==> config.mk <==
export PLATFORM = sky130hd
export DESIGN_NAME = sample_fifo
export DESIGN_NICKNAME = d
export VERILOG_FILES = /design/src/dtw_accel_pkg.sv /design/src/sample_fifo.sv
export SDC_FILE = /design/constraint.sdc
export NUM_CORES = 1
export LEC_CHECK = 0
export ABC_AREA = 1
export ABC_CLOCK_PERIOD_IN_PS = 1400
export BUFFER_PORTS_ARGS = -buffer_cell sky130_fd_sc_hd__buf_2
export CAP_MARGIN = 5
export CORE_MARGIN = 5
export CORE_UTILIZATION = 33
export DETAILED_ROUTE_END_ITERATION = 12
export SYNTH_ARGS = -nofsm -noshare
export SYNTH_HDL_FRONTEND = slang
export SYNTH_SLANG_ARGS = --single-unit
==> constraint.sdc <==
create_clock -name S_AXI_clk -period 1.4 [get_ports S_AXI_clk]
set_clock_uncertainty 0.05 [all_clocks]
set_input_delay 0.14 -clock S_AXI_clk [delete_from_list [all_inputs] [get_ports S_AXI_clk]]
set_output_delay 0.14 -clock S_AXI_clk [all_outputs]
set_load 0.01 [all_outputs]
==> src/dtw_accel_pkg.sv <==
////////////////////////////////////////////////////////////////////////////
// dtw accelerator shared definitions
// register map, id words, widths and the control word layout
////////////////////////////////////////////////////////////////////////////
`default_nettype none

package dtw_accel_pkg;

    // datapath and register widths
    localparam int SAMPLE_W   = 16;
    localparam int REG_W      = 32;
    localparam int REG_ADDR_W = 4;

    // default sizes handed down by the top level
    localparam int REF_DEPTH_DEF  = 1024;
    localparam int FIFO_DEPTH_DEF = 4;

    // word addresses on the register port
    localparam logic [REG_ADDR_W-1:0] REG_CONTROL   = 4'd0;
    localparam logic [REG_ADDR_W-1:0] REG_STATUS    = 4'd1;
    localparam logic [REG_ADDR_W-1:0] REG_REF_LEN   = 4'd2;
    localparam logic [REG_ADDR_W-1:0] REG_VERSION   = 4'd3;
    localparam logic [REG_ADDR_W-1:0] REG_KEY       = 4'd4;
    localparam logic [REG_ADDR_W-1:0] REG_REF_ADDR  = 4'd5;
    localparam logic [REG_ADDR_W-1:0] REG_REF_DOUT  = 4'd7;
    localparam logic [REG_ADDR_W-1:0] REG_CYCLE_CNT = 4'd8;

    // version fields
    localparam logic [3:0] VER_MAJOR = 4'd1;
    localparam logic [7:0] VER_MINOR = 8'd0;
    localparam logic [3:0] VER_REV   = 4'd0;

    // major in the top nibble, low half is padding
    localparam logic [REG_W-1:0] VERSION_WORD = {VER_MAJOR, VER_MINOR, VER_REV, 16'h0000};
    localparam logic [REG_W-1:0] KEY_WORD     = 32'h0ca7cafe;

    // control register seen as a raw word or as its bit fields
    typedef union packed {
        logic [REG_W-1:0] raw;
        struct packed {
            // upper bits kept for readback only
            logic [REG_W-3:0] spare;
            logic             run;
            logic             core_rst;
        } f;
    } dtw_ctrl_u;

endpackage

`default_nettype wire

==> src/sample_fifo.sv <==
////////////////////////////////////////////////////////////////////////////
// sample FIFO between the source port and the loader
////////////////////////////////////////////////////////////////////////////
`default_nettype none

module sample_fifo #(
    parameter int  FIFO_DEPTH = dtw_accel_pkg::FIFO_DEPTH_DEF,
    localparam int PTR_W      = (FIFO_DEPTH > 1) ? $clog2(FIFO_DEPTH) : 1,
    localparam int CNT_W      = $clog2(FIFO_DEPTH + 1)
) (
    input  wire                                 S_AXI_clk,
    input  wire                                 w_axi_rst,
    input  wire                                 i_clear,
    input  wire                                 i_wr,
    input  wire  [dtw_accel_pkg::SAMPLE_W-1:0]  i_wdata,
    output logic                                o_full,
    input  wire                                 i_rd,
    output logic [dtw_accel_pkg::SAMPLE_W-1:0]  o_rdata,
    output logic                                o_empty
);
    import dtw_accel_pkg::*;

    logic [SAMPLE_W-1:0] r_mem [FIFO_DEPTH];
    logic [PTR_W-1:0]    r_wr_ptr;
    logic [PTR_W-1:0]    r_rd_ptr;
    logic [CNT_W-1:0]    r_count;

    // sample storage
    always_ff @(posedge S_AXI_clk) begin
        if (i_wr) begin
            r_mem[r_wr_ptr] <= i_wdata;
        end
    end

    // pointers wrap at depth and clear empties in one cycle
    always_ff @(posedge S_AXI_clk) begin
        if (w_axi_rst || i_clear) begin
            r_wr_ptr <= '0;
            r_rd_ptr <= '0;
            r_count  <= '0;
        end else begin
            if (i_wr) begin
                r_wr_ptr <= (r_wr_ptr == PTR_W'(FIFO_DEPTH - 1)) ? '0 : r_wr_ptr + PTR_W'(1);
            end
            if (i_rd) begin
                r_rd_ptr <= (r_rd_ptr == PTR_W'(FIFO_DEPTH - 1)) ? '0 : r_rd_ptr + PTR_W'(1);
            end
            // occupancy holds on simultaneous push and pop
            case ({i_wr, i_rd})
                2'b10:   r_count <= r_count + CNT_W'(1);
                2'b01:   r_count <= r_count - CNT_W'(1);
                default: r_count <= r_count;
            endcase
        end
    end

    // head word visible straight from the array
    assign o_rdata = r_mem[r_rd_ptr];
    assign o_full  = (r_count == CNT_W'(FIFO_DEPTH));
    assign o_empty = (r_count == '0);

endmodule

`default_nettype wire

==> flow_metrics.env <==
export IMPL_num_antenna_cells=0
export IMPL_path_cells="inv_6, buf_16, o21ai_1, o22ai_1, buf_2"
export IMPL_setup_viol=16
export IMPL_core_area_mm2=0.00868
export IMPL_path_class="reg -> out"
export IMPL_fmax_mhz=641
export IMPL_synth_top_flop_cell="edfxtp_1"
export IMPL_cp_start_kind="flip-flop"
export IMPL_synth_most_common_cell="edfxtp_1"
export IMPL_post_route_min_period_ns=1.56
export IMPL_vias=1884
export IMPL_async_reset_ff_share_pct=0
export IMPL_ys_types=20
export IMPL_synthesis_area_mm2=0.00293
export IMPL_grt_pass1_vias=1859
export IMPL_r2r_slack_ns=0.14
export IMPL_initial_core_util_pct=33.8
export IMPL_failed_checks="negative setup slack"
export IMPL_io_buffer_count=38
export IMPL_synth_commonest_cells="edfxtp_1, nor2_1, o21ai_1, inv_1, nand2_1"
export IMPL_drc=0
export IMPL_crit_fanout=12
export IMPL_p_clk_share_pct=31.5
export IMPL_finalPower_mw=4.20
export IMPL_cpPeakStageDelay_ns=0.38
export IMPL_synthDominantCellAreaShare_pct=65.5
export IMPL_grt_max_degree=17
export IMPL_slowest_stage="dfxtp_4"
export IMPL_drt_first_iter_violations=26
export IMPL_fp_dieArea_mm2=0.0109
export IMPL_final_max_slew_viol_count=0
export IMPL_layout_nets=323
export IMPL_synth_nets=244
export IMPL_period_share_pct=111
export IMPL_worstPathArrival_ns=1.37
export IMPL_die_y_um=104
export IMPL_via_per_inst=4.63
export IMPL_reg2reg_to="r_mem[3][15]"
export IMPL_syn_inst=216
export IMPL_cts_buffers=9
export IMPL_cts_tree="built"
export IMPL_endpoint_kind="output port"
export IMPL_die_x_um=104
export IMPL_p_int_mw=3.25
export IMPL_yosys_warnings=0
export IMPL_first_pass_iters=4
export IMPL_drt_total_wl_um=5890
export IMPL_area_delta_synth_final_pct=32.4
export IMPL_ys_ff_latch=73
export IMPL_hold_class="in -> reg"
export IMPL_cts_sinks=73
export IMPL_synth_largest_area_cell="edfxtp_1"
export IMPL_root_buffer="clkbuf_8"
export IMPL_grt_pass1_wl_um=9220
export IMPL_cts_clk_slew_worst_paths_ns=0.07
export IMPL_row_count=34
export IMPL_dp_hpwl_um=3650
export IMPL_maxCapViolCount=0
export IMPL_critPathTopFamily="buffers and inverters"
export IMPL_crit_buf_inv=3
export IMPL_ctsLongestPathBuffers=2
export IMPL_track_usage_pct=10.8
export IMPL_boundaryPins=39
export IMPL_antenna_found_initial=0
export IMPL_worstSetupPathDepth=5
export IMPL_report_final_hold_viol_count=0
export IMPL_relSlewSlack_pct=84.5
export IMPL_status="finished, violations left"
export IMPL_worst_slew_pin_slew_ns=0.231
export IMPL_gp_congestion=0.729
export IMPL_layout_setup_ws_ns=-0.161
export IMPL_p_leak_nw=1.47
export IMPL_cp_required_ns=1.21
export IMPL_power_density_mw_per_mm2=1080
export IMPL_irDropWorstVdd_mv=0.477
export IMPL_rsz0062_at_grt="true"
export IMPL_syn_avg_cell_area_um2=13.6
export IMPL_synth_seq_area_share_pct=71.6
export IMPL_postLayoutCoreUtil_pct=44.8
export IMPL_r2r_cells=4
export IMPL_drive_above_1_share_pct=35.8
export IMPL_worstReg2RegStart="r_wr_ptr[0]"
export IMPL_seqPwrFrac_pct=58.5
export IMPL_endpoint="o_rdata[5]"
export IMPL_h_tree_depth=3
export IMPL_synth_area_leaders="edfxtp_1, dfxtp_1, nor2_1"
export IMPL_ant_nets=0
export IMPL_wl_per_cell_um=14.5
export IMPL_comb_power_share_pct=10.0
export IMPL_clock_latency_ns=0.33
export IMPL_switchingPower_mw=0.949
export IMPL_overflow=0
export IMPL_p_sw_share_pct=22.6
export IMPL_synth_edf_count=64
-- kinds of logic (layout without fill, tap and decap cells) --
group,count (synthesis),count (layout),synth area share (%)
DFF,73,73,71.6
and+or+nand+nor,54,54,7.21
adders and majority gates,7,7,3.24
AOI/OAI and AO/OA,56,56,13.0
buffers and inverters,26,109,4.90
-- flip-flops by register name, summed over array words and instances, names as in the netlist, named ones only --
name,cells
r_mem,64
r_count,3
r_rd_ptr,2
r_wr_ptr,2
-- layout by cell type (no fill, tap or decap), types with 3 or more instances in the layout --
master	synthesis	final
buf_4	2	7
o21ai_0	6	3
inv_1	14	14
buf_6	5	5
ha_1	6	6
dlygate4sd3_1	0	16
o21ai_1	18	20
o22ai_1	9	6
dfxtp_1	9	5
o21ai_2	10	10
nor2_1	36	32
nor2_2	0	4
a21oi_1	6	6
o22ai_2	7	10
buf_2	1	38
clkbuf_8	0	9
edfxtp_1	64	64
nor3_1	4	4
buf_12	0	5
nand2_1	12	12
-- worst min path at each step --
stage | start | end | slack (ns) | cells after the start
final | w_axi_rst | r_count[1] | 0.04 | 4
after global routing | w_axi_rst | r_count[2] | 0.04 | 4
after CTS | w_axi_rst | r_count[2] | 0.02 | 4
after detailed placement | i_wdata[12] | r_mem[2][12] | 0.31 | 1
after global placement | i_wdata[14] | r_mem[0][14] | 0.31 | 1
after floorplan | i_wdata[0] | r_mem[0][0] | 0.19 | 0
-- per-stage QoR --
step                setup TNS [ns]  hold slack (ns)  std cells  setup slack (ns)  instance area, um2
finish                       -1.80           0.0361        407            -0.161                3880
global route                 -3.08           0.0429        407            -0.229                3880
CTS                          -2.17           0.0203        400            -0.183                3750
detailed placement         -0.0432            0.309        368           -0.0432                3350
global placement                 0            0.308        368            0.0232                3350
floorplan                        0            0.189        216            0.0695                2930
-- final cells by class --
type                       instances  area, um2
sequential                        73       2110
fill                             808       4790
tap                              108        135
clock inverter                     6       36.3
clock buffer                       9        124
timing repair buffer              76        667
multi-input combinational        117        731
inverter                          18       80.1
-- worst register-to-register path: cells and delay by family, from the launching register on --
family	cells	cell delay, ns
simple gates	1	0.06
buf+inv	2	0.25
fa+ha+maj	1	0.20
flops	1	0.40
-- power by group through the flow --
| stage | Clock, mW | Combinational (mW) | Sequential, mW |
|---|---|---|---|
| floorplan | 0 | 0.191 | 2.50 |
| global placement | 0 | 0.346 | 2.50 |
| detailed placement | 0 | 0.353 | 2.50 |
| CTS | 1.38 | 0.409 | 2.45 |
| global route | 1.48 | 0.465 | 2.46 |
| finish | 1.32 | 0.421 | 2.45 |
-- layer usage --
metal / global-route usage [%] / wire length (um)
met1: 12.7 / 2500
met3: 4.03 / 257
met4: 3.05 / 102
met5: 0 / 0
met2: 18.5 / 3030
-- timing repair --
| action | in CTS | in global routing |
|---|---|---|
| hold buffers | 16 | 0 |
| pin swaps | 3 | 1 |
| hold endpoints to repair | 64 | 0 |
| cloned | 1 | 2 |
| setup endpoints to repair | 16 | 17 |
| gates resized for setup | 18 | 16 |
| setup buffers | 0 | 5 |
Power figures use the tool's default switching activity.
