### src/dtw_accel_pkg.sv
////////////////////////////////////////////////////////////////////////////
// dtw accelerator shared definitions
// register map, id words, widths and the control word layout
////////////////////////////////////////////////////////////////////////////
`default_nettype none

package dtw_accel_pkg;

    // datapath and register widths
    localparam int SAMPLE_W   = 16;
    localparam int REG_W      = 32;
    localparam int REG_ADDR_W = 4;

    // default sizes handed down by the top level
    localparam int REF_DEPTH_DEF  = 1024;
    localparam int FIFO_DEPTH_DEF = 4;

    // word addresses on the register port
    localparam logic [REG_ADDR_W-1:0] REG_CONTROL   = 4'd0;
    localparam logic [REG_ADDR_W-1:0] REG_STATUS    = 4'd1;
    localparam logic [REG_ADDR_W-1:0] REG_REF_LEN   = 4'd2;
    localparam logic [REG_ADDR_W-1:0] REG_VERSION   = 4'd3;
    localparam logic [REG_ADDR_W-1:0] REG_KEY       = 4'd4;
    localparam logic [REG_ADDR_W-1:0] REG_REF_ADDR  = 4'd5;
    localparam logic [REG_ADDR_W-1:0] REG_REF_DOUT  = 4'd7;
    localparam logic [REG_ADDR_W-1:0] REG_CYCLE_CNT = 4'd8;

    // version fields
    localparam logic [3:0] VER_MAJOR = 4'd1;
    localparam logic [7:0] VER_MINOR = 8'd0;
    localparam logic [3:0] VER_REV   = 4'd0;

    // major in the top nibble, low half is padding
    localparam logic [REG_W-1:0] VERSION_WORD = {VER_MAJOR, VER_MINOR, VER_REV, 16'h0000};
    localparam logic [REG_W-1:0] KEY_WORD     = 32'h0ca7cafe;

    // control register seen as a raw word or as its bit fields
    typedef union packed {
        logic [REG_W-1:0] raw;
        struct packed {
            // upper bits kept for readback only
            logic [REG_W-3:0] spare;
            logic             run;
            logic             core_rst;
        } f;
    } dtw_ctrl_u;

endpackage

`default_nettype wire

### src/dtw_ref_loader.sv
////////////////////////////////////////////////////////////////////////////
// reference loader FSM
// flushes the sample FIFO then copies ref_len samples into memory
////////////////////////////////////////////////////////////////////////////
`default_nettype none

module dtw_ref_loader #(
    parameter int  REF_DEPTH = dtw_accel_pkg::REF_DEPTH_DEF,
    localparam int PTR_W     = $clog2(REF_DEPTH),
    localparam int LEN_W     = PTR_W + 1
) (
    input  wire                                 S_AXI_clk,
    input  wire                                 w_axi_rst,
    input  wire                                 i_core_rst,
    input  wire                                 i_run,
    input  wire  [LEN_W-1:0]                    i_ref_len,
    input  wire                                 i_fifo_empty,
    input  wire  [dtw_accel_pkg::SAMPLE_W-1:0]  i_fifo_data,
    output logic                                o_fifo_clear,
    output logic                                o_fifo_rd,
    output logic                                o_mem_we,
    output logic [PTR_W-1:0]                    o_mem_waddr,
    output logic [dtw_accel_pkg::SAMPLE_W-1:0]  o_mem_wdata,
    output logic                                o_busy,
    output logic                                o_load_done
);

    // state encoding
    localparam logic [1:0] ST_IDLE  = 2'd0;
    localparam logic [1:0] ST_CLEAR = 2'd1;
    localparam logic [1:0] ST_LOAD  = 2'd2;
    localparam logic [1:0] ST_DONE  = 2'd3;

    logic [1:0]       r_state;
    logic [LEN_W-1:0] r_wr_cnt;
    logic             w_take;

    // one sample per edge while loading and data is waiting
    assign w_take = (r_state == ST_LOAD) && !i_fifo_empty;

    always_ff @(posedge S_AXI_clk) begin
        if (w_axi_rst || i_core_rst) begin
            r_state  <= ST_IDLE;
            r_wr_cnt <= '0;
        end else begin
            case (r_state)
                ST_IDLE: begin
                    if (i_run) begin
                        r_state <= ST_CLEAR;
                    end
                end
                ST_CLEAR: begin
                    // restart at address 0, empty reference skips the load
                    r_wr_cnt <= '0;
                    r_state  <= (i_ref_len == '0) ? ST_DONE : ST_LOAD;
                end
                ST_LOAD: begin
                    if (w_take) begin
                        r_wr_cnt <= r_wr_cnt + LEN_W'(1);
                        // last sample written this edge
                        if (r_wr_cnt == i_ref_len - LEN_W'(1)) begin
                            r_state <= ST_DONE;
                        end
                    end
                end
                default: begin
                    // hold done until the host drops run
                    if (!i_run) begin
                        r_state <= ST_IDLE;
                    end
                end
            endcase
        end
    end

    // fifo and memory steering
    assign o_fifo_clear = (r_state == ST_CLEAR);
    assign o_fifo_rd    = w_take;
    assign o_mem_we     = w_take;
    assign o_mem_waddr  = r_wr_cnt[PTR_W-1:0];
    assign o_mem_wdata  = i_fifo_data;

    // status
    assign o_busy      = (r_state == ST_CLEAR) || (r_state == ST_LOAD);
    assign o_load_done = (r_state == ST_DONE);

endmodule

`default_nettype wire

### config.mk
export PLATFORM = sky130hd
export DESIGN_NAME = dtw_ref_loader
export DESIGN_NICKNAME = d
export VERILOG_FILES = /design/src/dtw_accel_pkg.sv /design/src/dtw_ref_loader.sv
export SDC_FILE = /design/constraint.sdc
export NUM_CORES = 1
export LEC_CHECK = 0
export BUFFER_PORTS_ARGS = -buffer_cell sky130_fd_sc_hd__buf_2
export CAP_MARGIN = 20
export CELL_PAD_IN_SITES_DETAIL_PLACEMENT = 1
export CELL_PAD_IN_SITES_GLOBAL_PLACEMENT = 1
export CORE_MARGIN = 2
export CORE_UTILIZATION = 24
export DETAILED_ROUTE_END_ITERATION = 16
export GPL_TIMING_DRIVEN = 0
export PLACE_DENSITY = 0.75
export SYNTH_ARGS = -nofsm -noshare
export SYNTH_HDL_FRONTEND = slang
export SYNTH_SLANG_ARGS = --single-unit
### constraint.sdc
create_clock -name S_AXI_clk -period 2.2 [get_ports S_AXI_clk]
set_input_delay 0.22 -clock S_AXI_clk [delete_from_list [all_inputs] [get_ports S_AXI_clk]]
set_output_delay 0.22 -clock S_AXI_clk [all_outputs]
set_load 0.05 [all_outputs]
==> run metrics <==
routed vias/inst=4.65; Max FO, Critical Path=4; Net Sw Frac=0.352; root buffer cell=sky130_fd_sc_hd__clkbuf_8; Starting Density=0.246; Reg power frac=0.350; kind of end point of the critical path=flip-flop; average cell area after synthesis=7.92 um^2; post-synth net total=roughly 210; antenna cells=0; final critical-path setup slack=0.0656 ns; Post-synth top flop=sky130_fd_sc_hd__dfxtp_1; die footprint=0.00622 mm^2; Die X-Extent=78.9 um; Net Switching=239 uW; number of different library cells in the post-synthesis netlist=42; number of buffers inserted by port buffering=46; part of the power in combinational logic=0.326; most frequent cells after synthesis=27 x sky130_fd_sc_hd__buf_4, 15 x sky130_fd_sc_hd__nor2_1, 13 x sky130_fd_sc_hd__dfxtp_1, 13 x sky130_fd_sc_hd__xnor2_1, 11 x sky130_fd_sc_hd__nand2_1; number of top-level design ports=63; remaining global-route overflow=0; detailed-route DRC error count=0; CP startpoint=r_state[1]; critical path's top delay family=simple AND/OR/NAND/NOR gates; final clock skew=0.000576 ns; clock-pin slew on the worst setup and hold paths=0.06 ns; Int Pwr=441 uW; final hold vios=0; worst reg2reg path depth=7; DR vias=1353; flop-to-flop setup slack=0.07 ns; Clock Latency Late Sink=0.25 ns; leakage power of the design=0.767 nW; Worst Max-Slew Pin Slew=0.595 ns; RR Startpoint=r_state[1]; Yosys top cell by area=sky130_fd_sc_hd__dfxtp_1; final critical path time including I/O delays and setup=2.13 ns; gate count of the mapped netlist=170; fraction of power consumed by the clock network=0.324; wire length after detailed routing=3650 um; Detailed Routing Iterations Pass 1=4; global routing usage on met3=0.0239; post-layout power=680 uW; setup repair after global routing missed its margin=no; number of antenna violations at the first check in global routing=0; final worst path period share=0.970; total of flip-flops plus latches after synthesis=13; Post-synth EDFFs=0; result of the run=finished, final reports clean; count of clock tree sinks=13; logic depth of the worst setup path including buffers=7; Data required, critical path=~2.3 ns; library cell with the highest instance count after synthesis=sky130_fd_sc_hd__buf_4; sum of negative setup slack=0 ns; CTS H-tree lvls=1; upper clock frequency limit=approximately 470 MHz; CP max stage cell=sky130_fd_sc_hd__or4b_2; global-route wire length before repair=5870 um; worst setup path class=flip-flop to flip-flop; height of the die=around 80 um; share of post-route cells with drive strength above 1=0.411; Synth top area share=0.193; global router's overall resource usage=0.117; count of final setup violators=0; placer congestion estimate=0.864; cells along the critical path=inv_1 -> ha_2 -> or4b_2 -> o2111a_1 -> o2111a_1 -> o22a_2 -> mux2i_1; global-route track usage on met1=0.128; Pins Over Slew Limit=0; most common cell type on the critical path=sky130_fd_sc_hd__o2111a_1; number of antenna-violating nets in the routed design=0; detailed router's first-iteration violation count=40; maximum number of pins on one net before global-route repair=10; top area cells in the synthesized netlist=sky130_fd_sc_hd__dfxtp_1 19%, sky130_fd_sc_hd__buf_4 15%, sky130_fd_sc_hd__xnor2_1 8.5%, sky130_fd_sc_hd__ha_1 6.5%, sky130_fd_sc_hd__xor2_1 5.9%; end of the worst register-to-register path=r_state[0]; worst relative slew slack=0.601; Area Growth Syn to Fin=29.6%; Layout Nets=259; GRT busiest layer=met2; cell area after synthesis=0.00135 mm^2; class of the worst hold path=input pin to flip-flop; critical path startpoint category=flip-flop; routed length per instance=~13 um; power density over cell area=390 mW/mm^2; async set or reset register ratio after synthesis=0; number of maximum-capacitance constraint violations=0; met2 global-route usage=0.219; worst setup path endpoint=r_state[0]; core region area=approximately 0.0055 mm^2; largest stage delay on the critical path=0.69 ns; clock buffer count from CTS=3; fraction of the yosys area taken by sequential cells=0.193; number of buffers on the longest clock path=2; Worst Path Arrival=2.26 ns; Min Hold Slack=between 0.2 and 0.25 ns; worst vdd ir=0.000138 V; pre-CTS setup slack=-0.241 ns; warnings from Yosys=0; CTS tree=done; Site Rows=27; estimated wirelength of the detail-placed design=2990 um; number of global-route vias before repair=1350; crit path buf inv count=1
[metrics by stage]
step	utilization	std cells	instance area, um^2
after CTS	0.314	291	1720
after global placement	0.305	288	1670
after global routing	0.319	291	1750
after floorplan	-	170	1350
after detailed placement	0.305	288	1670
final	0.319	291	1750
[power groups by stage]
stage	sequential, mW	combinational, mW	clock [mW]
after floorplan	0.244	0.157	0
after global placement	0.244	0.212	0
after detailed placement	0.244	0.217	0
after CTS	0.239	0.218	0.224
after global routing	0.238	0.238	0.242
final	0.238	0.222	0.220
[area by class of cell]
cell class	instances	area, um^2
fill	700	3730
multi-input combinational	118	870
sequential	13	265
timing repair buffer	46	230
buffer	29	210
tap	72	90.1
clock buffer	3	41.3
inverter	9	33.8
clock inverter	1	5.00
[routing by layer]
layer | vias to the layer above | wire (um)
met5 | - | 0
met4 | 0 | 51
li1 | 663 | -
met2 | 37 | 1910
met1 | 647 | 1460
met3 | 6 | 228
[how the worst min path moves through the flow]
stage	startpoint	endpoint	cells past startpoint
floorplan	w_axi_rst	r_wr_cnt[0]	1
global placement	w_axi_rst	r_wr_cnt[0]	2
detailed placement	w_axi_rst	r_wr_cnt[2]	2
CTS	w_axi_rst	r_wr_cnt[0]	2
global route	w_axi_rst	r_wr_cnt[1]	2
finish	w_axi_rst	r_wr_cnt[0]	2
[sequential cells by signal (all words and copies together) (netlist names)]
| signal | flops |
|---|---|
| r_state | 2 |
| r_wr_cnt | 11 |
[cells in the final DEF, fill, tap and decap left out, types with 3 or more instances in the layout]
master and instances:
sky130_fd_sc_hd__buf_2 46, sky130_fd_sc_hd__buf_4 27, sky130_fd_sc_hd__nor2_1 15, sky130_fd_sc_hd__xnor2_1 13, sky130_fd_sc_hd__nand2_1 11, sky130_fd_sc_hd__dfxtp_1 11, sky130_fd_sc_hd__nor3_1 10, sky130_fd_sc_hd__inv_1 9
sky130_fd_sc_hd__xor2_1 9, sky130_fd_sc_hd__nand3_1 6, sky130_fd_sc_hd__nor2b_1 3, sky130_fd_sc_hd__mux2i_1 3, sky130_fd_sc_hd__o31ai_1 3, sky130_fd_sc_hd__o21ai_0 3, sky130_fd_sc_hd__a21oi_1 3, sky130_fd_sc_hd__and3_1 3
sky130_fd_sc_hd__ha_1 3, sky130_fd_sc_hd__clkbuf_8 3
[logic make-up after synthesis]
group	Yosys count	synth area share
AND/OR/NAND/NOR	62	0.257
flip-flops	13	0.193
buffers and inverters	39	0.184
XOR/XNOR	22	0.143
AO/OA/AOI/OAI	24	0.135
adder cells (fa/ha/maj)	7	0.0651
multiplexers	3	0.0223
[repair_timing]
action | in CTS | in global routing
hold buffers | 0 | 0
pin swaps | 0 | 2
gates cloned | 0 | 0
gates resized for setup | 3 | 6
buffers inserted | 0 | 0
endpoints found under the setup margin | 2 | 2
Note: power is estimated with default switching activity, not from simulation.
