`src/dtw_accel_pkg.sv`:
```
////////////////////////////////////////////////////////////////////////////
// dtw accelerator shared definitions
// register map, id words, widths and the control word layout
////////////////////////////////////////////////////////////////////////////
`default_nettype none

package dtw_accel_pkg;

    // datapath and register widths
    localparam int SAMPLE_W   = 16;
    localparam int REG_W      = 32;
    localparam int REG_ADDR_W = 4;

    // default sizes handed down by the top level
    localparam int REF_DEPTH_DEF  = 1024;
    localparam int FIFO_DEPTH_DEF = 4;

    // word addresses on the register port
    localparam logic [REG_ADDR_W-1:0] REG_CONTROL   = 4'd0;
    localparam logic [REG_ADDR_W-1:0] REG_STATUS    = 4'd1;
    localparam logic [REG_ADDR_W-1:0] REG_REF_LEN   = 4'd2;
    localparam logic [REG_ADDR_W-1:0] REG_VERSION   = 4'd3;
    localparam logic [REG_ADDR_W-1:0] REG_KEY       = 4'd4;
    localparam logic [REG_ADDR_W-1:0] REG_REF_ADDR  = 4'd5;
    localparam logic [REG_ADDR_W-1:0] REG_REF_DOUT  = 4'd7;
    localparam logic [REG_ADDR_W-1:0] REG_CYCLE_CNT = 4'd8;

    // version fields
    localparam logic [3:0] VER_MAJOR = 4'd1;
    localparam logic [7:0] VER_MINOR = 8'd0;
    localparam logic [3:0] VER_REV   = 4'd0;

    // major in the top nibble, low half is padding
    localparam logic [REG_W-1:0] VERSION_WORD = {VER_MAJOR, VER_MINOR, VER_REV, 16'h0000};
    localparam logic [REG_W-1:0] KEY_WORD     = 32'h0ca7cafe;

    // control register seen as a raw word or as its bit fields
    typedef union packed {
        logic [REG_W-1:0] raw;
        struct packed {
            // upper bits kept for readback only
            logic [REG_W-3:0] spare;
            logic             run;
            logic             core_rst;
        } f;
    } dtw_ctrl_u;

endpackage

`default_nettype wire

```
`src/dtw_reg_bank.sv`:
```
////////////////////////////////////////////////////////////////////////////
// host register bank behind a four-phase req/ack port
// control, length and address registers plus status and readback mux
////////////////////////////////////////////////////////////////////////////
`default_nettype none

module dtw_reg_bank #(
    parameter int  REF_DEPTH = dtw_accel_pkg::REF_DEPTH_DEF,
    localparam int PTR_W     = $clog2(REF_DEPTH),
    localparam int LEN_W     = PTR_W + 1
) (
    input  wire                                   S_AXI_clk,
    input  wire                                   w_axi_rst,
    // host side
    input  wire                                   i_reg_req,
    input  wire                                   i_reg_wr,
    input  wire  [dtw_accel_pkg::REG_ADDR_W-1:0]  i_reg_addr,
    input  wire  [dtw_accel_pkg::REG_W-1:0]       i_reg_wdata,
    output logic                                  o_reg_ack,
    output logic [dtw_accel_pkg::REG_W-1:0]       o_reg_rdata,
    output logic                                  o_reg_err,
    // core side
    output logic                                  o_core_rst,
    output logic                                  o_run,
    output logic [LEN_W-1:0]                      o_ref_len,
    input  wire                                   i_busy,
    input  wire                                   i_load_done,
    input  wire                                   i_fifo_empty,
    input  wire                                   i_fifo_full,
    input  wire  [dtw_accel_pkg::REG_W-1:0]       i_cycle_count,
    output logic [PTR_W-1:0]                      o_ref_raddr,
    input  wire  [dtw_accel_pkg::SAMPLE_W-1:0]    i_ref_rdata
);
    import dtw_accel_pkg::*;

    dtw_ctrl_u        r_ctrl;
    logic [LEN_W-1:0] r_ref_len;
    logic [PTR_W-1:0] r_ref_addr;
    logic [REG_W-1:0] w_status;
    logic [REG_W-1:0] w_rd_mux;
    logic             w_addr_ok;
    logic             w_access;

    // new access on req high while ack still low
    assign w_access = i_reg_req && !o_reg_ack;

    // status word, upper bits read as zero
    assign w_status = {{(REG_W - 4){1'b0}}, i_fifo_full, i_fifo_empty, i_load_done, i_busy};

    // address decode and read mux
    always_comb begin
        w_addr_ok = 1'b1;
        w_rd_mux  = '0;
        case (i_reg_addr)
            REG_CONTROL:   w_rd_mux = r_ctrl.raw;
            REG_STATUS:    w_rd_mux = w_status;
            REG_REF_LEN:   w_rd_mux = REG_W'(r_ref_len);
            REG_VERSION:   w_rd_mux = VERSION_WORD;
            REG_KEY:       w_rd_mux = KEY_WORD;
            REG_REF_ADDR:  w_rd_mux = REG_W'(r_ref_addr);
            REG_REF_DOUT:  w_rd_mux = REG_W'(i_ref_rdata);
            REG_CYCLE_CNT: w_rd_mux = i_cycle_count;
            default:       w_addr_ok = 1'b0;
        endcase
    end

    // handshake, error flag and register writes
    always_ff @(posedge S_AXI_clk) begin
        if (w_axi_rst) begin
            o_reg_ack  <= 1'b0;
            o_reg_err  <= 1'b0;
            r_ctrl.raw <= '0;
            r_ref_len  <= '0;
            r_ref_addr <= '0;
        end else if (w_access) begin
            o_reg_ack <= 1'b1;
            o_reg_err <= !w_addr_ok;
            // read-only and unmapped addresses ignore writes
            if (i_reg_wr) begin
                case (i_reg_addr)
                    REG_CONTROL:  r_ctrl.raw <= i_reg_wdata;
                    REG_REF_LEN:  r_ref_len  <= i_reg_wdata[LEN_W-1:0];
                    REG_REF_ADDR: r_ref_addr <= i_reg_wdata[PTR_W-1:0];
                    default:      r_ref_len  <= r_ref_len;
                endcase
            end
        end else if (!i_reg_req) begin
            // return to zero phase
            o_reg_ack <= 1'b0;
        end
    end

    // read data captured with the access
    always_ff @(posedge S_AXI_clk) begin
        if (w_access) begin
            o_reg_rdata <= w_rd_mux;
        end
    end

    // decoded control bits and core settings
    assign o_core_rst  = r_ctrl.f.core_rst;
    assign o_run       = r_ctrl.f.run;
    assign o_ref_len   = r_ref_len;
    assign o_ref_raddr = r_ref_addr;

endmodule

`default_nettype wire

```
`config.mk`:
```
export PLATFORM = sky130hd
export DESIGN_NAME = dtw_reg_bank
export DESIGN_NICKNAME = d
export VERILOG_FILES = /design/src/dtw_accel_pkg.sv /design/src/dtw_reg_bank.sv
export SDC_FILE = /design/constraint.sdc
export NUM_CORES = 1
export LEC_CHECK = 0
export ABC_CLOCK_PERIOD_IN_PS = 6500
export BUFFER_PORTS_ARGS = -buffer_cell sky130_fd_sc_hd__buf_4
export CAP_MARGIN = 0
export CORE_UTILIZATION = 54
export CTS_CLUSTER_DIAMETER = 80
export DETAILED_ROUTE_END_ITERATION = 16
export PLACE_DENSITY_LB_ADDON = 0.08
export SLEW_MARGIN = 15
export SYNTH_ARGS = -nofsm -noshare
export SYNTH_HDL_FRONTEND = slang
export SYNTH_SLANG_ARGS = --single-unit
```
`constraint.sdc`:
```
create_clock -name S_AXI_clk -period 6.5 [get_ports S_AXI_clk]
set_input_delay 0.65 -clock S_AXI_clk [delete_from_list [all_inputs] [get_ports S_AXI_clk]]
set_output_delay 0.65 -clock S_AXI_clk [all_outputs]
set_load 0.05 [all_outputs]
```
==> results.json <==
{
  "period_share_pct": 35.1,
  "synth.distinct_cells": 50,
  "path_max_fanout": 42,
  "fmax_ghz": 0.438,
  "grt_max_degree": 56,
  "ys_ff_latch": 87,
  "area_growth_pct": 28.1,
  "worst_ep_arrival_time_ns": 2.46,
  "diodes": 0,
  "finClkSkew_ns": 0.0108,
  "status": "finished clean",
  "cts_root_buf": "clkbuf_8",
  "rsz0062_at_grt": "no",
  "syn_inst": 437,
  "die_height_um": 90.1,
  "fin_nets": 641,
  "drv_slew": 0,
  "startpoint_type": "primary input",
  "clock_latency_ns": 0.36,
  "ant_nets": 0,
  "clkTransAtPathRegs_ns": 0.08,
  "fillers": 586,
  "cts_resized": 0,
  "worstPathRequired_ns": 6.68,
  "yosys.area.top_type_share_pct": 26.3,
  "hold_viol_final": 0,
  "vias_per_cell": 6.08,
  "mostFrequentLayoutCell": "buf_4",
  "crit_type": "primary input to flip-flop",
  "min-delay-path-class": "flip-flop to flip-flop",
  "setup_viol_count_final": 0,
  "cts_buffers": 9,
  "worstReg2RegStart": "o_reg_ack",
  "chipWidth_um": 90.1,
  "post_cts_buffers": 0,
  "portBuffers": 148,
  "relSlewSlack_pct": 20.5,
  "gp_congestion": 0.838,
  "synth_top_area_cell": "dfxtp_1",
  "synth_seq_area_share_pct": 49.2,
  "period_needed_ns": 2.28,
  "worstSetupEndpointType": "flip-flop",
  "wl_per_cell_um": 18.4,
  "rows": 31,
  "dr_total_vias": 3971,
  "place_hpwl_mm": 7.93,
  "grtUsageTotal_pct": 28.7,
  "setup_tns_ns": 0,
  "cts.sinks": 87,
  "cts_tree": "built",
  "synth-edff-count": 32,
  "grt_pass1_wl_mm": 18.3,
  "cts_hold_buf": 0,
  "crit_end": "o_reg_rdata[0]",
  "place_ws_ns": 3.90,
  "netlist_area_um2": 4190,
  "p_per_area_nw_per_um2": 219,
  "avgSynthCellArea_um2": 9.59,
  "dieArea_um2": 8120,
  "critPathLaunch": "i_reg_addr[3]",
  "drive_gt1_share_pct": 31.0,
  "antenna_found_initial": 0,
  "synth.net_count": 529,
  "drtIter0Drc": 351,
  "tightest_slew_ns": 1.19,
  "htree_num_levels": 3,
  "ios": 149,
  "clk_path_buf_depth": 2,
  "setup_slack_ns": 4.22,
  "maxCapViolCount": 0,
  "r2r_end": "r_ctrl[24]",
  "grt_pass1_vias": 3525,
  "ys.flop_type": "dfxtp_1",
  "ys_async_sr_fraction_pct": 0,
  "ir_worst_vdd_mv": 0.146,
  "wl_mm": 12.0,
  "reg2reg_depth": 3,
  "yosys-top-cells-area": "dfxtp_1, edfxtp_1, a21oi_1, nand3_1, o21ai_1",
  "leakagePower_uw": 0.00205,
  "grt_overflow_total": 0,
  "reg2reg_slack_ns": 4.77,
  "most-common-layout-cells": "buf_4, a21oi_1, nand3_1, dfxtp_1, o21ai_1",
  "initial_utilization_pct": 56.9,
  "dr.pass1.iters": 5,
  "drc": 0,
  "coreArea_um2": 7370,
  "ys_warn_count": 0
}
-- cells in the mapped netlist (all sizes together) (2+ instances only) --
cell	count
a21oi	60
a32oi	2
nor2b	8
and3	2
a22o	8
a22oi	13
nand3	55
nand2	7
nand2b	7
nor3	2
or3	2
o211ai	3
nor3b	2
o221ai	4
o21ai	60
buf	30
clkbuf	19
nor4bb	4
a2bb2oi	4
nand4	3
a211oi	10
mux2	3
mux2i	4
dfxtp	55
nor2	13
edfxtp	32
nand3b	4
or2	4
nor4b	2
-- power by group --
part | internal [uW] | leakage, uW | switching [uW]
registers | 578 | 0.000771 | 4.97
clock network | 218 | 0.000107 | 189
logic | 69.0 | 0.00118 | 116
-- metrics by stage --
stage / hold WS (ns) / total power, uW / utilization [%] / instance area [um^2] / std cells
after floorplan: 0.455 / 705 / - / 4190 / 437
after global placement: 0.465 / 776 / 69.9 / 5150 / 637
after detailed placement: 0.472 / 778 / 69.9 / 5150 / 637
after CTS: 0.483 / 1170 / 72.9 / 5370 / 653
after global routing: 0.501 / 1210 / 72.9 / 5370 / 653
final: 0.484 / 1170 / 72.9 / 5370 / 653
-- worst min path at each step --
stage                           from  slack (ns)  cells past startpoint         end
final                     r_ctrl[21]        0.48                      2  r_ctrl[21]
after global routing      r_ctrl[21]        0.50                      2  r_ctrl[21]
after CTS                 r_ctrl[21]        0.48                      2  r_ctrl[21]
after detailed placement  r_ctrl[21]        0.47                      2  r_ctrl[21]
after global placement    r_ctrl[24]        0.47                      2  r_ctrl[24]
after floorplan            r_ctrl[3]        0.45                      2   r_ctrl[3]
-- layout make-up --
type	instances	area (um^2)	share of cell area, %
Clock buffer	11	131	2.45
Timing Repair Buffer	150	1130	21.0
Tap cell	99	124	2.31
Sequential cell	87	2060	38.4
Inverter	1	3.75	0.0699
Multi-Input combinational cell	300	1840	34.3
Clock inverter	5	82.6	1.54
-- sequential cells by signal (all words and copies together), names as in the netlist --
register / cells
o_ref_len: 11
o_reg_err: 1
o_reg_ack: 1
r_ctrl: 32
o_ref_raddr: 10
o_reg_rdata: 32
-- metal layers --
| metal | track usage [%] | up-vias | part of all wire [%] |
|---|---|---|---|
| met2 | 42.6 | 215 | 45 |
| met3 | 4.74 | 23 | 9.5 |
| met5 | 0 | - | 0 |
| li1 | - | 1865 | - |
| met1 | 42.0 | 1868 | 43 |
| met4 | 10.5 | 0 | 1.9 |
-- critical path: stages --
cell and delay [ns]:
buf_4 0.39, nor4b_4 1.04, a22oi_1 0.25, o311ai_1 0.13
-- cell families after synthesis --
family	Yosys count	synth area share, %
compound gates	169	23.8
buf+inv	50	7.13
flops	87	49.2
mux	7	1.76
simple gates	124	18.1
Power figures use the tool's default switching activity.
