<file path="src/dtw_accel_pkg.sv">
////////////////////////////////////////////////////////////////////////////
// dtw accelerator shared definitions
// register map, id words, widths and the control word layout
////////////////////////////////////////////////////////////////////////////
`default_nettype none

package dtw_accel_pkg;

    // datapath and register widths
    localparam int SAMPLE_W   = 16;
    localparam int REG_W      = 32;
    localparam int REG_ADDR_W = 4;

    // default sizes handed down by the top level
    localparam int REF_DEPTH_DEF  = 1024;
    localparam int FIFO_DEPTH_DEF = 4;

    // word addresses on the register port
    localparam logic [REG_ADDR_W-1:0] REG_CONTROL   = 4'd0;
    localparam logic [REG_ADDR_W-1:0] REG_STATUS    = 4'd1;
    localparam logic [REG_ADDR_W-1:0] REG_REF_LEN   = 4'd2;
    localparam logic [REG_ADDR_W-1:0] REG_VERSION   = 4'd3;
    localparam logic [REG_ADDR_W-1:0] REG_KEY       = 4'd4;
    localparam logic [REG_ADDR_W-1:0] REG_REF_ADDR  = 4'd5;
    localparam logic [REG_ADDR_W-1:0] REG_REF_DOUT  = 4'd7;
    localparam logic [REG_ADDR_W-1:0] REG_CYCLE_CNT = 4'd8;

    // version fields
    localparam logic [3:0] VER_MAJOR = 4'd1;
    localparam logic [7:0] VER_MINOR = 8'd0;
    localparam logic [3:0] VER_REV   = 4'd0;

    // major in the top nibble, low half is padding
    localparam logic [REG_W-1:0] VERSION_WORD = {VER_MAJOR, VER_MINOR, VER_REV, 16'h0000};
    localparam logic [REG_W-1:0] KEY_WORD     = 32'h0ca7cafe;

    // control register seen as a raw word or as its bit fields
    typedef union packed {
        logic [REG_W-1:0] raw;
        struct packed {
            // upper bits kept for readback only
            logic [REG_W-3:0] spare;
            logic             run;
            logic             core_rst;
        } f;
    } dtw_ctrl_u;

endpackage

`default_nettype wire

</file>
<file path="src/dtw_cycle_counter.sv">
////////////////////////////////////////////////////////////////////////////
// load timer, counts the busy cycles of the most recent load
////////////////////////////////////////////////////////////////////////////
`default_nettype none

module dtw_cycle_counter (
    input  wire                              S_AXI_clk,
    input  wire                              w_axi_rst,
    input  wire                              i_core_rst,
    input  wire                              i_busy,
    output logic [dtw_accel_pkg::REG_W-1:0]  o_count
);
    import dtw_accel_pkg::*;

    logic r_busy_q;

    always_ff @(posedge S_AXI_clk) begin
        if (w_axi_rst || i_core_rst) begin
            r_busy_q <= 1'b0;
            o_count  <= '0;
        end else begin
            r_busy_q <= i_busy;
            // new load starts, its first busy cycle counts too
            if (i_busy && !r_busy_q) begin
                o_count <= REG_W'(1);
            end else if (i_busy) begin
                o_count <= o_count + REG_W'(1);
            end
            // otherwise hold the last duration
        end
    end

endmodule

`default_nettype wire

</file>
<file path="config.mk">
export PLATFORM = sky130hd
export DESIGN_NAME = dtw_cycle_counter
export DESIGN_NICKNAME = d
export VERILOG_FILES = /design/src/dtw_accel_pkg.sv /design/src/dtw_cycle_counter.sv
export SDC_FILE = /design/constraint.sdc
export NUM_CORES = 1
export LEC_CHECK = 0
export BUFFER_PORTS_ARGS = -buffer_cell sky130_fd_sc_hd__clkbuf_2
export CAP_MARGIN = 20
export CORE_ASPECT_RATIO = 0.5
export CORE_MARGIN = 4
export CORE_UTILIZATION = 45
export CTS_CLUSTER_SIZE = 14
export DETAILED_ROUTE_END_ITERATION = 12
export GPL_TIMING_DRIVEN = 0
export PLACE_DENSITY = 0.71
export SYNTH_ARGS = -nofsm -noshare
export SYNTH_HDL_FRONTEND = slang
export SYNTH_SLANG_ARGS = --single-unit
</file>
<file path="constraint.sdc">
create_clock -name S_AXI_clk -period 1.8 [get_ports S_AXI_clk]
set_input_delay 0.18 -clock S_AXI_clk [delete_from_list [all_inputs] [get_ports S_AXI_clk]]
set_output_delay 0.18 -clock S_AXI_clk [all_outputs]
set_load 0.03 [all_outputs]
</file>
==> key figures, run 1 <==
Yosys
  – Synth area leaders: dfxtp_1 (41%), a21oi_1 (5.2%), or4_1 (5.1%)
  – Multiplexer area fraction after synthesis: 1.84%
  – Largest family of logic cells by synthesized area: simple AND/OR/NAND/NOR gates
  – Synthesis-stage register bit count: 33
  – FFs w/ async S/R, synth: 0%
  – Top post-synthesis cells by count: dfxtp_1 (33), a21oi_1 (17), nand2_1 (14), nor2_1 (12), or4_1 (11)
  – Avg Cell Area, Syn: 8.71 um^2
  – Area fraction of the dominant cell type after synthesis: 40.6%
  – Synth Net Count: 192
  – Simple-gate share of the synthesized area: 32.1%
  – Number of distinct library cells after synthesis: 38
  – Cell count after synthesis: 187
  – Ys flop type: dfxtp_1
  – Area leader, netlist: dfxtp_1
  – EDFF count, synth: 0
  – YS warnings: 0
  – Register area share after synthesis: 40.6%
  – Xor and xnor area share after synthesis: 5.38%
  – Compound-gate portion of the synthesized area: 13.8%
  – Most common cell in the netlist: dfxtp_1
  – Post-Synthesis Cell Area: 1630 um^2
  – Post-synthesis adder-cell area fraction: 0.768%

Detailed routing
  – Routed wire length: 4310 um
  – Drt pass-1 iters: 4
  – Drt initial violations: 51
  – # DRC: 0
  – Mean number of vias per cell: 5.50
  – Via Count: 1,654
  – ANT nets after route: 0
  – Routed wire per std cell: 14.3 um

Run status
  – Status: complete, but fails checks
  – Failing checks: setup timing

Placed design
  – Post-Place Worst Slack: -0.130 ns
  – Routability cong.: 0.787
  – Port Buffer Count: 34
  – Post-DP HPWL: 2790 um

Layout
  – Register cell area after layout: 734 um^2
  – Layout Nets: 254
  – Layout area overhead: 45.6%
  – Area of the multi-input gates: 1020 um^2
  – # fillers: 290
  – Layout cells sized above 1: 50.8%
  – Diode count: 0

Run
  – Max-cap violations: 0

Timing
  – Final setup fails: 6
  – Max-slew violations: 0
  – Final Hold Viols: 0
  – RSZ-0062 raised after global routing: yes
  – Worst-Margin Slew: 0.620 ns
  – Period minus WS final: 1.85 ns
  – Period utilization: 103%
  – Worst slew margin: 58.7%
  – Slack of the critical path: -0.0503 ns
  – Clk_skew: 0.00521 ns
  – Highest Clock Rate: 540 MHz
  – Setup tns final: -0.207 ns

Worst setup path
  – Crit path arrival time: 2.06 ns
  – CP Capture Type: register
  – FF-to-FF End: o_count[27]$_SDFFE_PP0P_
  – Register-to-Register Setup Slack: -0.05 ns
  – WP buf/inv: 1
  – Critical Path Fanout Max: 5
  – Worst path depth: 5
  – Cell family with most CP delay: simple AND/OR/NAND/NOR gates
  – Crit-path slowest cell: or4_4
  – Critical path cell sequence: nand2_1, or4_4, buf_6, or4_1, a21oi_1
  – Worst R2R Path Depth: 5
  – Crit Path Class: reg2reg
  – Worst R2R Start: o_count[11]$_SDFFE_PP0P_
  – Required time worst endpoint: 2.01 ns
  – CP max stage delay: 0.57 ns
  – Startpoint Class: register

Global route
  – Global-route wire length before repair: 6930 um
  – Grt ovf: 0
  – Largest net degree at the start of global routing: 11
  – Vias in the first global route: 1,466
  – GRT Resource Usage Total: 18.9%
  – Antenna violations before repair: 0

Floorplan
  – Row count: 15
  – Initial Util: 47.2%
  – Overall die area: 4710 um^2
  – Die Y: 50.5 um
  – Die X: 93.1 um
  – Ports: 36
  – Core area: 3450 um^2

Worst hold path
  – Hold path depth: 2
  – Hold Path Sink: o_count[0]$_SDFFE_PP0P_
  – HP Class: in2reg
  – Hold Startpoint: i_busy

Power and ir drop
  – Power Dens Cells: 600 nW/um^2
  – Overall power: 1.42 mW
  – Combinational share of power: 2.8%
  – Lkg Pwr: 0.819 nW
  – Maximum vdd drop: 0.000416 V
  – Sw Share: 21.7%
  – Net Sw Power: 0.309 mW
  – P_int: 1.11 mW
  – Sequential share of power: 49.7%
  – Clock share of power: 47.6%

Clocking
  – Clock Latency Late Sink: 0.29 ns
  – TritonCTS clock tree: yes
  – H-tree Lvls: 2
  – CTS buffer count: 5
  – CTS clock-pin slew for the worst setup and hold paths: 0.07 ns
  – CTS root buffer: clkbuf_8
  – Clock net sink count: 33
  – CTS Buffer Depth: 2
==> per-stage QoR <==
step           area [um^2]  util (%)  std cells  hold WS (ns)
4_1_cts               2280      65.9        299         0.151
6_report              2370      68.7        301         0.158
3_3_place_gp          1980      57.4        272         0.421
5_1_grt               2370      68.7        301         0.180
3_5_place_dp          1980      57.4        272         0.454
2_1_floorplan         1750         -        187         0.344
==> layout by cell type, fill, tap and decap left out, drive strengths merged, types with 2 or more instances in the layout <==
master,synthesis,layout
or4,13,13
nor2,12,12
o21a,2,2
a21oi,17,17
buf,4,29
mux2i,3,3
nand2,14,14
o21ai,7,7
nand4,8,8
nor3,4,4
inv,5,5
or3,9,9
xnor2,5,5
and4,3,3
dfxtp,33,33
nand3,10,10
clkbuf,7,45
xor2,5,5
nor4,5,5
o31ai,10,10
nand2b,2,2
==> worst reg2reg max path: stages (launching register included) <==
cell,delay [ns]
dfxtp_4,0.37
nand2_1,0.06
or4_4,0.57
buf_6,0.15
or4_1,0.50
a21oi_1,0.14
==> per-layer routing <==
metal	GRT usage, %	up-vias	wire (um)
met1	23.6	797	2100
met5	0	-	0
met4	8.03	0	38
met2	30.6	29	2010
met3	5.39	4	167
li1	-	824	-
==> final cells by class <==
| cell class | count | area share (%) |
|---|---|---|
| Sequential cell | 33 | 31.0 |
| Timing Repair Buffer | 59 | 15.3 |
| Clock buffer | 8 | 4.69 |
| Inverter | 5 | 0.791 |
| Tap cell | 51 | 2.69 |
| Multi-Input combinational cell | 138 | 43.2 |
| Buffer | 7 | 2.37 |
==> registers in the layout, indices dropped and copies added, names as in the netlist <==
| signal | flops |
|---|---|
| r_busy_q | 1 |
| o_count | 32 |
==> worst max path at each step <==
stage / start / end / slack, ns
2_1_floorplan: o_count[3]$_SDFFE_PP0P_ / o_count[28]$_SDFFE_PP0P_ / -0.05
3_3_place_gp: o_count[18]$_SDFFE_PP0P_ / o_count[28]$_SDFFE_PP0P_ / -0.11
3_5_place_dp: o_count[3]$_SDFFE_PP0P_ / o_count[28]$_SDFFE_PP0P_ / -0.13
4_1_cts: o_count[4]$_SDFFE_PP0P_ / o_count[28]$_SDFFE_PP0P_ / -0.08
5_1_grt: o_count[11]$_SDFFE_PP0P_ / o_count[28]$_SDFFE_PP0P_ / -0.09
6_report: o_count[11]$_SDFFE_PP0P_ / o_count[27]$_SDFFE_PP0P_ / -0.05
==> power by group through the flow <==
stage               clock, mW  sequential [mW]  combinational (mW)
finish                  0.677            0.707              0.0391
global route            0.723            0.707              0.0426
CTS                     0.683            0.711              0.0383
detailed placement          0            0.729              0.0354
global placement            0            0.729              0.0339
floorplan                   0            0.731              0.0218
==> what timing repair did <==
item / 4_1_cts / 5_1_grt
pin swaps: 5 / 9
resized for setup: 8 / 26
hold buffers: 0 / 0
setup buffers: 21 / 3
setup endpoints to repair: 15 / 18
gates cloned: 0 / 1
==> kinds of logic (layout without fill, tap and decap cells) <==
group	Yosys count	after routing
compound gates	38	38
xor+xnor	10	10
mux	3	3
simple gates	86	86
flops	33	33
fa+ha+maj	1	1
buf+inv	16	79
No activity file was read; power rests on OpenSTA's default activity.
==> run 2: changes to the inputs <==
clock period = 1.7 ns   (was 1.8 ns; I/O delays follow)
==> key figures, run 2 (synthesis gave the netlist of run 1 again) <==
Placed design
  – Post-Place Worst Slack: -0.244 ns (-0.114 ns)
  – Post-DP HPWL: 2830 um (+1.4%)
  – Placed Instance Area: 2030 um^2 (+2.5%)
  – Routability cong.: 0.786 (-0.18%)
  – Port Buffer Count: 34 (unchanged)

Timing
  – Final setup fails: 17 (+11)
  – Max-slew violations: 0 (unchanged)
  – Worst-Margin Slew: 0.695 ns (+0.0750 ns)
  – Worst slew margin: 53.3% (-5.4 points)
  – Highest Clock Rate: 525 MHz (-2.8%)
  – Slack of the critical path: -0.204 ns (-0.154 ns)
  – Final Hold Viols: 0 (unchanged)
  – Clk_skew: 0.00432 ns (-0.000890 ns)
  – Period minus WS final: 1.90 ns (+0.0538 ns)
  – RSZ-0062 raised after global routing: yes
  – Period utilization: 112% (+9.2 points)

Global route
  – Largest net degree at the start of global routing: 11 (unchanged)
  – Vias in the first global route: 1,557 (+6.2%)
  – Global-route wire length before repair: 7520 um (+8.6%)
  – Grt ovf: 0 (unchanged)
  – GRT Resource Usage Total: 20.6% (+1.7 points)
  – Antenna violations before repair: 0 (unchanged)

Floorplan
  – Core area: 3450 um^2 (unchanged)
  – Initial Util: 47.2% (unchanged)
  – Die Y: 50.5 um (unchanged)
  – Row count: 15 (unchanged)
  – Die X: 93.1 um (unchanged)
  – Overall die area: 4710 um^2 (unchanged)
  – Ports: 36 (unchanged)

Layout
  – Commonest non-fill, non-tap cells in the layout: clkbuf_2 (34), buf_4 (23), dfxtp_4 (18)
  – Largest Register: o_count
  – Layout Nets: 256 (+0.79%)
  – Most common cell after layout, fill and taps aside: clkbuf_2
  – # fillers: 293 (+1.0%)
  – Layout area overhead: 46.4%
  – Max reg flops: 32 (unchanged)
  – Diode count: 0 (unchanged)
  – Layout cells sized above 1: 52.4% (+1.6 points)
  – Biggest regs: o_count (32), r_busy_q (1)
  – Cell area after layout: 2380 um^2 (+0.53%)

Power and ir drop
  – Lkg Pwr: 0.836 nW (+2.2%)
  – Sequential share of power: 55.1% (+5.4 points)
  – Maximum vdd drop: 0.000368 V (-12%)
  – Power Dens Cells: 571 nW/um^2 (-4.8%)
  – Combinational share of power: 3.2% (+0.4 points)
  – Clock share of power: 41.7% (-5.9 points)
  – Net Sw Power: 0.323 mW (+4.3%)
  – Sw Share: 23.7% (+2.0 points)
  – P_int: 1.04 mW (-6.7%)

Worst setup path
  – CP Capture Type: register
  – CP max stage delay: 0.54 ns (-0.03 ns)
  – WP buf/inv: 0 (-1)
  – Crit-path slowest cell: or4_4
  – FF-to-FF End: o_count[28]$_SDFFE_PP0P_
  – Critical path cell sequence: and4_4, or4b_4, or4_4, a21oi_2
  – Worst R2R Path Depth: 4 (-1)
  – Critical Path Fanout Max: 7 (+2)
  – Register-to-Register Setup Slack: -0.20 ns (-0.15 ns)
  – Startpoint Class: register
  – Cell family with most CP delay: simple AND/OR/NAND/NOR gates
  – Required time worst endpoint: 1.92 ns (-0.09 ns)
  – Worst R2R Start: o_count[19]$_SDFFE_PP0P_
  – Crit path arrival time: 2.12 ns (+0.06 ns)
  – Crit Path Class: reg2reg

Worst hold path
  – Hold Path Sink: o_count[0]$_SDFFE_PP0P_
  – Hold Startpoint: i_busy
  – Hold path depth: 2 (unchanged)
  – HP Class: in2reg

Clocking
  – Cts hold-fix bufs: 0 (unchanged)
  – H-tree Lvls: 2 (unchanged)
  – CTS buffer count: 5 (unchanged)
  – TritonCTS clock tree: yes
  – Clock net sink count: 33 (unchanged)
  – CTS root buffer: clkbuf_8
  – CTS Buffer Depth: 2 (unchanged)
  – CTS clock-pin slew for the worst setup and hold paths: 0.07 ns (about the same)
  – Clock Latency Late Sink: 0.28 ns (about the same)

Detailed routing
  – Drt pass-1 iters: 4 (unchanged)
  – Mean number of vias per cell: 5.54 (+0.78%)
  – Drt initial violations: 30 (-41%)
  – Routed wire length: 4520 um (+4.9%)
  – ANT nets after route: 0 (unchanged)
  – # DRC: 0 (unchanged)
  – Routed wire per std cell: 14.9 um (+4.2%)
  – Via Count: 1,678 (+1.5%)

Run status
  – Status: complete, but fails checks
  – Failing checks: setup timing

Run
  – Max-cap violations: 0 (unchanged)
-- run 2: per-layer routing --
layer / up-vias / part of all wire, % / global-route usage [%] / wire length (um)
li1: 825 / - / - / -
met1: 799 / 45 / 25.4 / 2050
met2: 48 / 48 / 34.1 / 2150
met3: 6 / 5.7 / 5.54 / 257
met4: 0 / 1.3 / 8.76 / 61
met5: - / 0 / 0 / 0
-- run 2: worst max path at each step --
stage / startpoint / endpoint / slack, ns / cells after the start
2_1_floorplan: o_count[3]$_SDFFE_PP0P_ / o_count[28]$_SDFFE_PP0P_ / -0.15 / 6
3_3_place_gp: o_count[3]$_SDFFE_PP0P_ / o_count[28]$_SDFFE_PP0P_ / -0.20 / 6
3_5_place_dp: o_count[3]$_SDFFE_PP0P_ / o_count[28]$_SDFFE_PP0P_ / -0.24 / 6
4_1_cts: o_count[2]$_SDFFE_PP0P_ / o_count[28]$_SDFFE_PP0P_ / -0.19 / 6
5_1_grt: o_count[14]$_SDFFE_PP0P_ / o_count[20]$_SDFFE_PP0P_ / -0.27 / 7
6_report: o_count[19]$_SDFFE_PP0P_ / o_count[28]$_SDFFE_PP0P_ / -0.20 / 4
-- run 2: layout make-up --
type | instances | area, um^2 | share of cell area, %
Inverter | 5 | 18.8 | 0.787
Clock buffer | 5 | 68.8 | 2.89
Timing Repair Buffer | 61 | 392 | 16.4
Sequential cell | 33 | 736 | 30.8
Buffer | 7 | 65.1 | 2.73
Clock inverter | 3 | 12.5 | 0.525
Multi-Input combinational cell | 138 | 1030 | 43.1
Tap cell | 51 | 63.8 | 2.68
-- run 2: repair_timing --
| action | CTS | global route |
|---|---|---|
| pin swaps | 11 | 13 |
| setup endpoints to repair | 17 | 18 |
| gates resized for setup | 15 | 13 |
| setup buffers | 23 | 4 |
-- run 2: power by group through the flow --
| stage | logic, mW | clock network, mW | registers [mW] |
|---|---|---|---|
| floorplan | 0.0233 | 0 | 0.772 |
| global placement | 0.0370 | 0 | 0.770 |
| detailed placement | 0.0380 | 0 | 0.770 |
| CTS | 0.0432 | 0.572 | 0.750 |
| global route | 0.0485 | 0.621 | 0.750 |
| finish | 0.0440 | 0.568 | 0.750 |
-- run 2: per-stage QoR --
| stage | hold slack, ns | power [mW] | std cells | TNS (ns) | util, % |
|---|---|---|---|---|---|
| floorplan | 0.334 | 0.796 | 187 | -1.15 | - |
| global placement | 0.421 | 0.807 | 272 | -1.42 | 58.8 |
| detailed placement | 0.448 | 0.808 | 272 | -1.85 | 58.8 |
| CTS | 0.154 | 1.37 | 301 | -1.89 | 67.2 |
| global route | 0.165 | 1.42 | 303 | -3.03 | 69.1 |
| finish | 0.148 | 1.36 | 303 | -1.76 | 69.1 |
==> run 3: changes to the inputs <==
CORE_MARGIN = not set   (was 4)
==> key figures, run 3 (synthesis gave the netlist of run 1 again) <==
Global route
  – Global-route wire length before repair: 7390 um (-1.8%)
  – Largest net degree at the start of global routing: 11 (unchanged)
  – Vias in the first global route: 1,558 (+0.064%)
  – GRT Resource Usage Total: 25.0% (+4.5 points)
  – Antenna violations before repair: 0 (unchanged)
  – Grt ovf: 0 (unchanged)

Floorplan
  – Die Y: 44.5 um (-12%)
  – Row count: 15 (unchanged)
  – Ports: 36 (unchanged)
  – Core area: 3450 um^2 (unchanged)
  – Die X: 87.1 um (-6.4%)
  – Overall die area: 3880 um^2 (-18%)
  – Initial Util: 47.2% (unchanged)

Worst setup path
  – Register-to-Register Setup Slack: -0.16 ns (+0.04 ns)
  – Crit path arrival time: 2.08 ns (-0.04 ns)
  – WP buf/inv: 2 (+2)
  – Critical path cell sequence: nand2_1, or4_4, buf_6, buf_6, or4_4, a21oi_2
  – Crit Path Class: reg2reg
  – FF-to-FF End: o_count[27]$_SDFFE_PP0P_
  – Worst R2R Start: o_count[12]$_SDFFE_PP0P_
  – Worst R2R Path Depth: 6 (+2)
  – CP Capture Type: register
  – Critical Path Fanout Max: 6 (-1)
  – Crit-path slowest cell: or4_4
  – CP max stage delay: 0.56 ns (+0.02 ns)
  – Cell family with most CP delay: simple AND/OR/NAND/NOR gates
  – Startpoint Class: register
  – Required time worst endpoint: 1.92 ns (about the same)

Timing
  – Worst slew margin: 56.0% (+2.7 points)
  – Worst-Margin Slew: 0.656 ns (-0.0396 ns)
  – Clk_skew: 0.00986 ns (+0.00555 ns)
  – Hold slack: 0.156 ns (+0.00840 ns)
  – Period utilization: 109% (-2.6 points)
  – Slack of the critical path: -0.161 ns (+0.0436 ns)
  – Period minus WS final: 1.86 ns (-0.0436 ns)
  – Highest Clock Rate: 537 MHz (+2.3%)
  – Final Hold Viols: 0 (unchanged)
  – RSZ-0062 raised after global routing: yes
  – Final setup fails: 15 (-2)
  – Max-slew violations: 0 (unchanged)

Placed design
  – Port Buffer Count: 34 (unchanged)
  – Post-Place Worst Slack: -0.247 ns (-0.00361 ns)
  – Post-DP HPWL: 2850 um (+0.64%)
  – Routability cong.: 0.745 (-5.2%)
  – Placed Instance Area: 2030 um^2 (unchanged)
  – Placed cell count: 272 (unchanged)

Run status
  – Status: complete, but fails checks
  – Failing checks: setup timing

Clocking
  – TritonCTS clock tree: yes
  – Cts hold-fix bufs: 0 (unchanged)
  – CTS root buffer: clkbuf_8
  – H-tree Lvls: 2 (unchanged)
  – Clock Latency Late Sink: 0.28 ns (about the same)
  – CTS clock-pin slew for the worst setup and hold paths: 0.07 ns (about the same)
  – Clock net sink count: 33 (unchanged)
  – CTS Buffer Depth: 2 (unchanged)
  – CTS buffer count: 5 (unchanged)

Layout
  – Biggest regs: o_count (32), r_busy_q (1)
  – Layout cells sized above 1: 55.3% (+2.9 points)
  – Register cell area after layout: 738 um^2 (+0.34%)
  – Layout area overhead: 53.5%
  – Max reg flops: 32 (unchanged)
  – Diode count: 0 (unchanged)
  – Commonest non-fill, non-tap cells in the layout: buf_4 (34), clkbuf_2 (34), dfxtp_4 (19)
  – Layout Nets: 268 (+4.7%)
  – Cell area after layout: 2500 um^2 (+4.8%)
  – Final non-filler cell total: 315 (+4.0%)
  – Area of the multi-input gates: 1050 um^2 (+2.1%)
  – Largest Register: o_count
  – # fillers: 263 (-10%)
  – Util after Layout: 72.4% (+3.3 points)

Detailed routing
  – # DRC: 0 (unchanged)
  – Routed wire per std cell: 15.8 um (+5.5%)
  – ANT nets after route: 0 (unchanged)
  – Via Count: 1,796 (+7.0%)
  – Mean number of vias per cell: 5.70 (+3.0%)
  – Drt initial violations: 91 (+200%)
  – Drt pass-1 iters: 4 (unchanged)
  – Routed wire length: 4960 um (+9.7%)

Run
  – Max-cap violations: 0 (unchanged)

Worst hold path
  – Hold Path Sink: o_count[0]$_SDFFE_PP0P_
  – Hold path depth: 2 (unchanged)
  – HP Class: in2reg
  – Hold Startpoint: i_busy

Power and ir drop
  – Maximum vdd drop: 0.000378 V (+2.9%)
  – Power Dens Cells: 565 nW/um^2 (-1.1%)
  – Lkg Pwr: 0.899 nW (+7.5%)
==> run 3: cell types whose count changed in the layout (fill, tap and decap cells not counted), sizes merged <==
cell    change
clkbuf      +3
buf        +11
clkinv      -3
or4         +1
==> run 3: worst register-to-register path: stages (launching register included) <==
cell and delay, ns:
dfxtp_4 0.35, nand2_1 0.06, or4_4 0.56, buf_6 0.16
buf_6 0.13, or4_4 0.41, a21oi_2 0.14
==> run 3: final cells by class <==
| cell class | count | area share (%) |
|---|---|---|
| Buffer | 7 | 2.60 |
| Clock buffer | 8 | 3.60 |
| Inverter | 5 | 0.751 |
| Multi-Input combinational cell | 139 | 42.0 |
| Sequential cell | 33 | 29.5 |
| Tap cell | 51 | 2.55 |
| Timing Repair Buffer | 72 | 19.0 |
==> run 3: timing repair <==
item / 4_1_cts / 5_1_grt
hold endpoints to repair: 0 / 0
pin swaps: 8 / 14
cloned: 0 / 1
endpoints found under the setup margin: 16 / 17
gates resized for setup: 14 / 22
setup buffers: 27 / 11
==> run 3: worst max-delay path by stage <==
stage                        startpoint                        to  slack, ns  cells past startpoint
3_5_place_dp    o_count[3]$_SDFFE_PP0P_  o_count[24]$_SDFFE_PP0P_      -0.25                      6
6_report       o_count[12]$_SDFFE_PP0P_  o_count[27]$_SDFFE_PP0P_      -0.16                      6
3_3_place_gp    o_count[3]$_SDFFE_PP0P_  o_count[28]$_SDFFE_PP0P_      -0.20                      6
5_1_grt         o_count[5]$_SDFFE_PP0P_  o_count[27]$_SDFFE_PP0P_      -0.23                      6
4_1_cts         o_count[3]$_SDFFE_PP0P_  o_count[24]$_SDFFE_PP0P_      -0.20                      6
2_1_floorplan   o_count[3]$_SDFFE_PP0P_  o_count[28]$_SDFFE_PP0P_      -0.15                      6
==> run 3: layer usage <==
| metal | GRT usage [%] | share of wire, % | wire [um] | vias to the layer above |
|---|---|---|---|---|
| met5 | 0 | 0 | 0 | - |
| met4 | 3.93 | 0.42 | 21 | 0 |
| met3 | 6.16 | 5.7 | 281 | 7 |
| met2 | 45.4 | 49 | 2430 | 66 |
| met1 | 31.4 | 45 | 2230 | 873 |
| li1 | - | - | - | 850 |
==> run 3: metrics by stage <==
stage	TNS, ns	total power, mW
floorplan	-1.15	0.796
global placement	-1.39	0.807
finish	-1.26	1.41
CTS	-1.33	1.41
detailed placement	-1.86	0.808
global route	-2.23	1.46
==> run 3: power by group <==
group	switching (mW)	total [mW]	internal, mW	leakage [nW]
Clock	0.289	0.620	0.331	0.0455
Sequential	0.00206	0.748	0.746	0.284
Combinational	0.0284	0.0440	0.0156	0.570
Total	0.320	1.41	1.09	0.899
